### config.mk
export PLATFORM = sky130hd
export DESIGN_NAME = periph_top
export DESIGN_NICKNAME = d
export VERILOG_FILES = /design/src/common/periph_pkg.sv /design/src/gpio/gpio_regs.sv /design/src/rtl/byte_regs.sv /design/src/rtl/periph_decode.sv /design/src/rtl/periph_top.sv /design/src/rtl/pin_mux.sv /design/src/rtl/read_buffer.sv
export VERILOG_INCLUDE_DIRS = /design/src /design/src/common
export SDC_FILE = /design/constraint.sdc
export NUM_CORES = 1
export LEC_CHECK = 0
export BUFFER_PORTS_ARGS = -buffer_cell sky130_fd_sc_hd__clkbuf_2
export CORE_MARGIN = 2
export CORE_UTILIZATION = 30
export DETAILED_ROUTE_END_ITERATION = 6
export PLACE_DENSITY = 0.48
export SLEW_MARGIN = 20
export SYNTH_ARGS = -nofsm -noshare
export SYNTH_HDL_FRONTEND = slang
export SYNTH_HIERARCHICAL = 1
export SYNTH_SLANG_ARGS = --single-unit
### constraint.sdc
create_clock -name clk -period 4.52 [get_ports clk]
set_input_delay 0.452 -clock clk [delete_from_list [all_inputs] [get_ports clk]]
set_output_delay 0.452 -clock clk [all_outputs]
set_load 0.02 [all_outputs]
### src/common/periph_defines.svh
// Bus, slot and register constants; pin count and slot numbers are fixed for this build
`ifndef PERIPH_DEFINES_SVH
`define PERIPH_DEFINES_SVH

// Core bus
`define PERI_ADDR_W      11
`define PERI_DATA_W      32
`define PERI_IDLE_N      2'b11      // Size code meaning no request

// Pins and slots
`define PERI_PINS        8
`define PERI_SLOTS       16         // Slots of each kind, user and simple
`define PERI_FSEL_W      5          // Bit 4 picks simple slots, bits 3:0 the slot

// Mapped slots
`define PERI_GPIO_SLOT   1          // User slot
`define PERI_BYTE_SLOT   0          // Simple slot

// GPIO register map
`define GPIO_OFS_OUT     6'h00
`define GPIO_OFS_IN      6'h04
`define GPIO_OFS_FSEL    6'h20      // Pin n select at 0x20 + 4*n

// All pins come up driven by the GPIO block
`define PERI_FSEL_RESET  5'd1

`endif

### src/common/periph_pkg.sv
// Packed bus types; field widths follow periph_defines.svh and assume 16 slots per kind
`include "periph_defines.svh"

package periph_pkg;

    // Request as seen from the core, one cycle's worth
    typedef struct packed {
        logic [`PERI_ADDR_W-1:0] addr;
        logic [`PERI_DATA_W-1:0] wdata;
        logic [1:0]              write_n;   // 11 idle, 00 byte, 01 half, 10 word
        logic [1:0]              read_n;    // Same coding as write_n
    } bus_req_t;

    // Decoded target of the current address
    typedef struct packed {
        logic                          simple;  // Byte-only slot region
        logic [$clog2(`PERI_SLOTS)-1:0] slot;
        logic [5:0]                    offset;  // Simple slots use the low 4 bits
        logic                          mapped;  // A peripheral sits behind this slot
    } slot_sel_t;

    // What every peripheral hands back
    typedef struct packed {
        logic [`PERI_DATA_W-1:0] data;      // Combinational read data
        logic [`PERI_PINS-1:0]   pins;      // Candidate output pin values
    } periph_rsp_t;

endpackage

### src/gpio/gpio_regs.sv
// GPIO block; i_ui_in must already be synchronized, writes use only the low data byte
`include "periph_defines.svh"

module gpio_regs (
    input  logic                                        clk,
    input  logic                                        rst_n,
    input  logic                                        i_wr,
    input  logic [5:0]                                  i_offset,
    input  logic [7:0]                                  i_wdata,
    input  logic [`PERI_PINS-1:0]                       i_ui_in,
    output periph_pkg::periph_rsp_t                     o_rsp,
    output logic [`PERI_PINS-1:0][`PERI_FSEL_W-1:0]     o_fsel
);

    localparam int          PIN_W     = $clog2(`PERI_PINS);
    localparam logic [5:0]  FSEL_BASE = `GPIO_OFS_FSEL;
    localparam logic [5:0]  FSEL_MASK = 6'h23;     // Bit 5 plus word alignment

    logic [`PERI_PINS-1:0]                   gpio_out;
    logic [`PERI_PINS-1:0][`PERI_FSEL_W-1:0] fsel_q;
    logic                                    fsel_hit;
    logic [PIN_W-1:0]                        pin_idx;
    logic [7:0]                              rd_byte;

    assign fsel_hit = ((i_offset & FSEL_MASK) == FSEL_BASE);
    assign pin_idx  = i_offset[PIN_W+1:2];       // Word index within the select bank

    always_ff @(posedge clk) begin
        if (!rst_n) begin
            gpio_out <= '0;
            fsel_q   <= {`PERI_PINS{`PERI_FSEL_RESET}};
        end else if (i_wr) begin
            if (i_offset == `GPIO_OFS_OUT) begin
                gpio_out <= i_wdata;
            end
            if (fsel_hit) begin
                fsel_q[pin_idx] <= i_wdata[`PERI_FSEL_W-1:0];
            end
        end
    end

    // Readback, zero for holes in the map
    always_comb begin
        if (i_offset == `GPIO_OFS_OUT) begin
            rd_byte = gpio_out;
        end else if (i_offset == `GPIO_OFS_IN) begin
            rd_byte = i_ui_in;
        end else if (fsel_hit) begin
            rd_byte = 8'(fsel_q[pin_idx]);
        end else begin
            rd_byte = 8'h00;
        end
    end

    assign o_rsp.data = {{(`PERI_DATA_W-8){1'b0}}, rd_byte};
    assign o_rsp.pins = gpio_out;
    assign o_fsel     = fsel_q;

endmodule

### src/rtl/byte_regs.sv
// Four byte registers aliased across the 16-byte simple slot; register 0 drives the pins
`include "periph_defines.svh"

module byte_regs (
    input  logic                    clk,
    input  logic                    rst_n,
    input  logic                    i_wr,
    input  logic [1:0]              i_offset,
    input  logic [7:0]              i_wdata,
    output periph_pkg::periph_rsp_t o_rsp
);

    logic [3:0][7:0] regs;

    always_ff @(posedge clk) begin
        if (!rst_n) begin
            regs <= '0;
        end else if (i_wr) begin
            regs[i_offset] <= i_wdata;
        end
    end

    // Byte-only slot, upper bits read zero
    assign o_rsp.data = {{(`PERI_DATA_W-8){1'b0}}, regs[i_offset]};
    assign o_rsp.pins = regs[0][`PERI_PINS-1:0];

endmodule

### src/rtl/periph_decode.sv
// Address decode; simple slots ignore addr[9:8] and only GPIO and byte slots are mapped
`include "periph_defines.svh"

module periph_decode (
    input  periph_pkg::bus_req_t  i_req,
    output periph_pkg::slot_sel_t o_sel,
    output logic                  o_gpio_wr,
    output logic                  o_byte_wr
);

    localparam int SLOT_W = $clog2(`PERI_SLOTS);

    logic is_write;
    logic gpio_hit;
    logic byte_hit;

    assign is_write = (i_req.write_n != `PERI_IDLE_N);

    always_comb begin
        o_sel        = '0;
        o_sel.simple = i_req.addr[`PERI_ADDR_W-1];

        if (o_sel.simple) begin
            // 16-byte slots from 0x400
            o_sel.slot   = i_req.addr[7:4];
            o_sel.offset = {2'b00, i_req.addr[3:0]};
        end else begin
            // 64-byte slots
            o_sel.slot   = i_req.addr[9:6];
            o_sel.offset = i_req.addr[5:0];
        end

        o_sel.mapped = gpio_hit || byte_hit;
    end

    assign gpio_hit = !o_sel.simple && (o_sel.slot == SLOT_W'(`PERI_GPIO_SLOT));
    assign byte_hit =  o_sel.simple && (o_sel.slot == SLOT_W'(`PERI_BYTE_SLOT));

    // Strobes are final, receivers need no further qualification
    assign o_gpio_wr = is_write && gpio_hit;
    assign o_byte_wr = is_write && byte_hit;

endmodule

### src/rtl/periph_top.sv
// Peripheral wrapper top; only GPIO (user slot 1) and byte registers (simple slot 0) exist
`include "periph_defines.svh"

module periph_top (
    input  logic                    clk,
    input  logic                    rst_n,
    input  logic [`PERI_PINS-1:0]   i_ui_in,
    input  logic [`PERI_ADDR_W-1:0] i_addr,
    input  logic [`PERI_DATA_W-1:0] i_data_in,
    input  logic [1:0]              i_data_write_n,
    input  logic [1:0]              i_data_read_n,
    input  logic                    i_read_complete,
    output logic [`PERI_PINS-1:0]   o_uo_out,
    output logic [`PERI_DATA_W-1:0] o_data_out,
    output logic                    o_data_ready
);

    periph_pkg::bus_req_t                    req;
    periph_pkg::slot_sel_t                   sel;
    periph_pkg::periph_rsp_t                 gpio_rsp;
    periph_pkg::periph_rsp_t                 byte_rsp;
    logic                                    gpio_wr;
    logic                                    byte_wr;
    logic [`PERI_PINS-1:0][`PERI_FSEL_W-1:0] fsel;

    assign req = '{addr: i_addr, wdata: i_data_in,
                   write_n: i_data_write_n, read_n: i_data_read_n};

    periph_decode i_decode (
        .i_req     (req),
        .o_sel     (sel),
        .o_gpio_wr (gpio_wr),
        .o_byte_wr (byte_wr)
    );

    gpio_regs i_gpio (
        .clk      (clk),
        .rst_n    (rst_n),
        .i_wr     (gpio_wr),
        .i_offset (sel.offset),
        .i_wdata  (req.wdata[7:0]),
        .i_ui_in  (i_ui_in),
        .o_rsp    (gpio_rsp),
        .o_fsel   (fsel)
    );

    byte_regs i_byte (
        .clk      (clk),
        .rst_n    (rst_n),
        .i_wr     (byte_wr),
        .i_offset (sel.offset[1:0]),    // Registers repeat every 4 bytes
        .i_wdata  (req.wdata[7:0]),
        .o_rsp    (byte_rsp)
    );

    read_buffer i_rdbuf (
        .clk             (clk),
        .rst_n           (rst_n),
        .i_req           (req),
        .i_sel           (sel),
        .i_gpio_data     (gpio_rsp.data),
        .i_byte_data     (byte_rsp.data),
        .i_read_complete (i_read_complete),
        .o_data_out      (o_data_out),
        .o_data_ready    (o_data_ready)
    );

    pin_mux i_pin_mux (
        .i_fsel      (fsel),
        .i_gpio_pins (gpio_rsp.pins),
        .i_byte_pins (byte_rsp.pins),
        .o_uo_out    (o_uo_out)
    );

endmodule

### src/rtl/pin_mux.sv
// Output pin routing; a select naming an unmapped slot drives its pin low
`include "periph_defines.svh"

module pin_mux (
    input  logic [`PERI_PINS-1:0][`PERI_FSEL_W-1:0] i_fsel,
    input  logic [`PERI_PINS-1:0]                   i_gpio_pins,
    input  logic [`PERI_PINS-1:0]                   i_byte_pins,
    output logic [`PERI_PINS-1:0]                   o_uo_out
);

    localparam int SLOT_W = $clog2(`PERI_SLOTS);

    // Select codes of the two mapped sources
    localparam logic [`PERI_FSEL_W-1:0] GPIO_SEL = {1'b0, SLOT_W'(`PERI_GPIO_SLOT)};
    localparam logic [`PERI_FSEL_W-1:0] BYTE_SEL = {1'b1, SLOT_W'(`PERI_BYTE_SLOT)};

    always_comb begin
        for (int n = 0; n < `PERI_PINS; n++) begin
            if (i_fsel[n] == GPIO_SEL) begin
                o_uo_out[n] = i_gpio_pins[n];
            end else if (i_fsel[n] == BYTE_SEL) begin
                o_uo_out[n] = i_byte_pins[n];
            end else begin
                o_uo_out[n] = 1'b0;             // Nothing behind this slot
            end
        end
    end

endmodule

### src/rtl/read_buffer.sv
// Read holding register; peripherals must answer combinationally and the core holds reads
`include "periph_defines.svh"

module read_buffer (
    input  logic                    clk,
    input  logic                    rst_n,
    input  periph_pkg::bus_req_t    i_req,
    input  periph_pkg::slot_sel_t   i_sel,
    input  logic [`PERI_DATA_W-1:0] i_gpio_data,
    input  logic [`PERI_DATA_W-1:0] i_byte_data,
    input  logic                    i_read_complete,
    output logic [`PERI_DATA_W-1:0] o_data_out,
    output logic                    o_data_ready
);

    logic                    read_req;
    logic                    read_req_masked;
    logic                    write_req;
    logic                    ready_q;
    logic                    hold_q;
    logic [`PERI_DATA_W-1:0] rd_data;
    logic [`PERI_DATA_W-1:0] data_q;

    assign read_req        = (i_req.read_n != `PERI_IDLE_N);
    assign read_req_masked = read_req && !ready_q;  // No second capture while ready
    assign write_req       = (i_req.write_n != `PERI_IDLE_N);

    // Source select, unmapped slots read zero
    always_comb begin
        if (!i_sel.mapped) begin
            rd_data = '0;
        end else if (i_sel.simple) begin
            rd_data = i_byte_data;
        end else begin
            rd_data = i_gpio_data;
        end
    end

    always_ff @(posedge clk) begin
        if (!rst_n) begin
            hold_q  <= 1'b0;
            ready_q <= 1'b0;
        end else begin
            if (i_read_complete) hold_q <= 1'b0;
            if (read_req_masked && !hold_q) hold_q <= 1'b1;
            ready_q <= read_req;                    // High while the core holds the read
        end
    end

    // Word captured on the first unmasked read
    always_ff @(posedge clk) begin
        if (read_req_masked && !hold_q) begin
            data_q <= rd_data;
        end
    end

    assign o_data_out   = data_q;
    assign o_data_ready = ready_q || write_req;     // Writes complete at once

endmodule

After elaboration in Yosys (flattened, before gate mapping)
Cells that the tools add are included.
Storage, ports and cells
  input bits: 58
  flip-flop bits (word level): 114
Cells by class
  order comparisons: 4
  equal/unequal tests: 21
  reduce and logical (&&, ||, !) cells: 18
  mux-type cells: 33
Operators by type and width (count)
  $bwmux 40: 1
  $eq 5x1->1 const B: 8
  $eq 5x5->1 const B: 8
  $mux 8: 5
  $bwmux 32: 1
  $mux 1: 18
  $bmux 8 s2: 1
  $demux 8 s2: 1
  $bmux 5 s3: 1
  $demux 5 s3: 1
  $mux 5: 3
  $mux 10: 1
  $logic_and 1x1->1: 8
  $eq 6x3->1 const B: 1
  $logic_not 6->1: 1
  $eq 4x1->1 const B: 1
  $logic_not 4->1: 1
  $lt 3x4->1 const B: 1
  $ne 2x2->1 const B: 2
  $reduce_and 2->1: 2
  $eq 3x3->1 const B: 1
  $ge 3x1->1 const B: 1
  $logic_not 1->1: 3
  $lt 2x3->1 const B: 1
  3 further kinds: 4

Depth between registers and ports, before layout
Gate-level depths: netlist of the first run.
  depth in word-level cells: 7
  gate-level depth with buffers: 9

By module
Netlist of the first run, hierarchy kept.
By module, submodules not included
  gpio_regs: area each 2892.8 um^2, sequential area each 960.9 um^2, cells each 322, times used 1
  read_buffer: area each 1640.3 um^2, sequential area each 1001.0 um^2, cells each 110, times used 1
  byte_regs: area each 1622.8 um^2, sequential area each 640.6 um^2, cells each 158, times used 1
  pin_mux: area each 340.3 um^2, sequential area each 0.0 um^2, cells each 24, times used 1
  periph_decode: area each 158.9 um^2, sequential area each 0.0 um^2, cells each 19, times used 1

Worst setup path before layout of the first run
Ideal clock, no wire load.
  path kind: input -> register
  start: input i_data_read_n[0]
  end: register i_rdbuf.data_q[0] (netlist: i_rdbuf/o_data_out[0]) (enable)
  cell stages on the path: 1
  arrival time: 2.953 ns
  library setup time: 0.473 ns
  buffers on the path: 0
  path slack: 1.095 ns
  cells stage by stage: a211oi_1
Between the ends
  word-level cells in the longest chain between the ends: 3
RTL lines
  start: declaration: RTL line periph_top.sv:11  | input logic [1:0] i_data_read_n,
  $ne 2x2->1 (no source line)
  $logic_and 1x1->1: RTL line read_buffer.sv:25  | assign read_req_masked = read_req && !ready_q;
  $logic_and 1x1->1: RTL line read_buffer.sv:52  | if (read_req_masked && !hold_q) begin
  end signal: assignment: RTL line read_buffer.sv:53  | data_q <= rd_data;
  end: declaration: RTL line read_buffer.sv:22  | logic [`PERI_DATA_W-1:0] data_q;
No other way between the ends.
A chain may end at the register's enable or synchronous reset.

==> flow_summary.json, run 1 <==
{
  "status": "complete, no violations",
  "postCtsSetupRepairBufs": 0,
  "worst_pin_slew_ps": 974,
  "grt_pass1_wl_um": 27400,
  "vias": 4828,
  "worst_path_dominant_cell_family": "simple AND/OR/NAND/NOR gates",
  "routed_wl_um": 17500,
  "port_buffers": 74,
  "diodes": 0,
  "worstHoldEndpoint": "i_rdbuf/ready_q$_SDFF_PN0_",
  "drc": 0,
  "drtPass1Iterations": 4,
  "drv_slew": 0,
  "numCtsBuffers": 17,
  "syn-cell-area_um2": 6610,
  "grt_setup_unrepaired": "false",
  "layout_commonest_cell": "dfxtp_1",
  "clockBufferDepth": 2,
  "final_area_um2": 7330,
  "core-area_um2": 21800,
  "gr-usage-all-layers": 0.151,
  "arrival_ps": 2850,
  "min_path_cells": 2,
  "cp.required_ps": 4780,
  "power_leakage_nw": 3.06,
  "antenna_found_initial": 0,
  "cts.repair.resized": 0,
  "cp-end-kind": "flop",
  "root_buffer": "clkbuf_16",
  "final_hold_viol_count": 0,
  "min_path_type": "input pin to flop",
  "cpMaxStageDelayCell": "nor4_4",
  "grt_max_degree": 41,
  "layout_common_cells": "dfxtp_1 (82), clkbuf_2 (74), mux2i_1 (72), conb_1 (48), nand2_1 (43)",
  "crit_buf_inv": 2,
  "r2r-end": "i_rdbuf/o_data_out[2]$_SDFFCE_PN0P_",
  "tritoncts": "yes",
  "maxSlewHeadroom": 0.350,
  "syn_avg_cell_area_um2": 10.5,
  "post-dp-hpwl_um": 12100,
  "period_minus_slack_ps": 2590,
  "critPathKind": "input pin to flop",
  "via_per_inst": 5.09,
  "htreeDepth": 4,
  "r2r-start": "i_gpio/o_fsel[7]$_SDFFE_PN0P_",
  "ir_drop_v": 0.000193,
  "min-delay-start": "i_data_read_n[1]",
  "yosysWarnings": 6,
  "holdBufCountCts": 0,
  "postSynthCellCount": 629,
  "wire_per_inst_um": 18.5,
  "tns_ps": 0,
  "reg2reg_depth": 5,
  "dieWidth_um": 152,
  "critPathLaunchType": "input pin",
  "fin_nets": 713,
  "die_h_um": 152,
  "crit_chain": "clkbuf_2 -> buf_4 -> and2b_2 -> nor4_4 -> nand2_2 -> o22ai_1 -> mux2i_1 -> nor2b_1",
  "worstPathMaxFanout": 35,
  "start_util": 0.304,
  "p_per_area_nw_per_um2": 355,
  "place_congestion": 0.790,
  "syn2layout_area_growth_pct": 10.9,
  "setup_viol": 0,
  "drtAntennaViolNets": 0,
  "postPlaceCellArea_um2": 6740,
  "clk_pin_slew_ps": 60,
  "fmax_mhz": 386,
  "layout-drive-gt1-share": 0.253,
  "cts.sink_count": 114,
  "rows": 54,
  "dieArea_um2": 23200,
  "r2r_slack_ps": 2820,
  "worstSkewPairLatency_ps": 410,
  "finalCritPeriodShare": 0.573,
  "clock_skew_ps": 6.87,
  "maxCapViolations": 0,
  "drt_iter0_drc": 392,
  "grt_pass1_vias": 4971,
  "overflow": 0,
  "slowest_delay_ps": 580,
  "pin_count": 99
}
final cells by class:
| type | count | area, µm² |
|---|---|---|
| Clock buffer | 24 | 512 |
| Clock inverter | 8 | 76.3 |
| Fill cell | 2225 | 14400 |
| Inverter | 2 | 7.51 |
| Multi-Input combinational cell | 438 | 3350 |
| Sequential cell | 114 | 2600 |
| Tap cell | 280 | 350 |
| Timing Repair Buffer | 82 | 430 |
per-layer routing:
layer  global-route usage  vias up  part of all wire
met5                    0        -                 0
met2                0.249      168              0.49
li1                     -     2282                 -
met4               0.0736        0             0.033
met1                0.188     2339              0.43
met3               0.0319       39             0.049
through the flow:
step                std cells   util  worst slack, ps  total power [mW]  hold WS [ps]
floorplan                 675      -             1090              1.29           435
global placement          916  0.310             1570              1.32           442
CTS                       948  0.337             1940              2.63           270
detailed placement        916  0.310             1550              1.32           459
finish                    948  0.337             1930              2.60           287
global route              948  0.337             1780              2.69           276
worst max path at each step:
stage	start	to	slack, ps	depth (start not counted)
CTS	i_addr[10]	i_rdbuf/o_data_out[2]$_SDFFCE_PN0P_	1940	8
detailed placement	i_addr[10]	i_rdbuf/o_data_out[3]$_SDFFCE_PN0P_	1550	8
global placement	i_addr[10]	i_rdbuf/o_data_out[3]$_SDFFCE_PN0P_	1570	8
floorplan	i_data_read_n[0]	i_rdbuf/o_data_out[0]$_SDFFCE_PN0P_	1090	1
finish	i_addr[10]	i_rdbuf/o_data_out[2]$_SDFFCE_PN0P_	1930	8
global route	i_addr[10]	i_rdbuf/o_data_out[3]$_SDFFCE_PN0P_	1780	8
registers in the layout, indices dropped and copies added, names as in the netlist:
register and count:
i_gpio/o_fsel 40, i_rdbuf/o_data_out 32, i_byte/regs 24, i_byte/o_rsp 8, i_gpio/gpio_out 8, i_rdbuf/hold_q 1
i_rdbuf/ready_q 1
power breakdown:
part	switching [mW]	internal [mW]	total, mW
Sequential	0.00744	1.08	1.08
Combinational	0.154	0.0641	0.218
Clock	0.459	0.841	1.30
No activity file was read; power rests on OpenSTA's default activity.
==> run 2: changes to the inputs <==
- PLACE_DENSITY: 0.48 -> 0.5
- clock period: 4.52 -> 2.2 ns (I/O delays scaled with it)
==> run 2 against run 1 <==
  * Clock-buffer cell count down 1
  * Non-clock buffer count up 19
  * Critical path type is now flop to primary output
  * Sequential share of layout area down 0.61 points
  * Die area unchanged
  * Sequential cell count unchanged
  * Via count up 2.5%
  * Worst setup slack worse by 1600 ps
  * Clock skew about the same
  * Critical path depth down 5
  * Power up 100%
==> flow_summary.json, run 2 (synthesis gave the netlist of run 1 again) <==
{
  "status": "complete, no violations",
  "maxSlewHeadroom": 0.619,
  "grt_pass1_vias": 4890,
  "numCtsBuffers": 17,
  "layout-drive-gt1-share": 0.271,
  "ir_drop_v": 0.000441,
  "tns_ps": 0,
  "fmax_mhz": 523,
  "post-dp-hpwl_um": 12300,
  "worst_slack_ps": 288,
  "final_core_util": 0.343,
  "grt_pass1_wl_um": 27500,
  "worstSkewPairLatency_ps": 410,
  "drtPass1Iterations": 5,
  "fin_nets": 732,
  "period_minus_slack_ps": 1910,
  "finalCritPeriodShare": 0.869,
  "final_hold_viol_count": 0,
  "rows": 54,
  "port_buffers": 74,
  "dieArea_um2": 23200,
  "cp.required_ps": 1980,
  "drv_slew": 0,
  "clk_pin_slew_ps": 50,
  "wire_per_inst_um": 18.3,
  "via_per_inst": 5.12,
  "start_util": 0.304,
  "clock_skew_ps": 7.16,
  "place_congestion": 0.814,
  "htreeDepth": 4,
  "cp-end-kind": "primary output",
  "overflow": 0,
  "preCtsSetupSlack_ps": 59.3,
  "worst_pin_slew_ps": 571,
  "antenna_found_initial": 0,
  "grt_setup_unrepaired": "false",
  "grt_max_degree": 49,
  "vias": 4949,
  "final_area_um2": 7460,
  "worstPathMaxFanout": 3,
  "setup_viol": 0,
  "diodes": 0,
  "p_total_mw": 5.28,
  "routed_wl_um": 17700,
  "core-area_um2": 21800,
  "dieWidth_um": 152,
  "power_leakage_nw": 3.14,
  "critPathKind": "flop to primary output",
  "pin_count": 99,
  "critPathLaunchType": "flop",
  "drtAntennaViolNets": 0,
  "gr-usage-all-layers": 0.153,
  "clockBufferDepth": 2,
  "drc": 0,
  "arrival_ps": 1690,
  "p_per_area_nw_per_um2": 708,
  "postPlaceCellArea_um2": 6900,
  "min_path_type": "input pin to flop",
  "drt_iter0_drc": 316,
  "layout_commonest_cell": "dfxtp_1",
  "syn2layout_area_growth_pct": 12.8,
  "postCtsSetupRepairBufs": 0,
  "root_buffer": "clkbuf_16",
  "die_h_um": 152,
  "maxCapViolations": 0,
  "holdBufCountCts": 0,
  "tritoncts": "yes",
  "largest_reg_flops": 40,
  "cts.sink_count": 114,
  "cts.repair.resized": 0,
  "layout_common_cells": "dfxtp_1 (82), clkbuf_2 (74), mux2i_1 (72), conb_1 (48), nand2_1 (43)"
}
run 2: area by class of cell:
class	instances	area (µm²)
Clock inverter	9	82.6
Sequential cell	114	2600
Timing Repair Buffer	101	586
Multi-Input combinational cell	438	3350
Tap cell	280	350
Clock buffer	23	478
Inverter	2	7.51
Fill cell	2209	14300
run 2: metal layers:
| layer | track usage | part of all wire |
|---|---|---|
| met3 | 0.0435 | 0.067 |
| met1 | 0.178 | 0.41 |
| met2 | 0.264 | 0.51 |
| met5 | 0 | 0 |
| met4 | 0.0600 | 0.022 |
run 2: path summary, 6_finish.rpt:
check	startpoint	end	slack, ps	cells past startpoint
worst min-delay path	i_data_read_n[1]	i_rdbuf/ready_q$_SDFF_PN0_	50	2
worst min register to register	i_byte/regs[26]$_SDFFE_PN0P_	i_byte/regs[26]$_SDFFE_PN0P_	460	2
worst max register to register	i_gpio/o_fsel[7]$_SDFFE_PN0P_	i_rdbuf/o_data_out[2]$_SDFFCE_PN0P_	550	5
worst max-delay path	i_byte/o_rsp[2]$_SDFFE_PN0P_	o_uo_out[2]	290	3
run 2: critical path, cell delays in order, from the launching register on:
cell,delay [ps]
dfxtp_1,440
nand3b_4,110
a2111oi_2,480
clkbuf_2,250
run 2: per-stage QoR:
step,std cells,hold WS [ps]
2_1_floorplan,675,300
3_3_place_gp,935,441
3_5_place_dp,935,452
4_1_cts,967,37.4
5_1_grt,967,42.8
6_report,967,51.9
run 2: power breakdown:
group	leakage (nW)	switching (mW)	internal, mW
Clock	0.273	0.956	1.64
Combinational	1.89	0.319	0.148
Sequential	0.985	0.0149	2.21
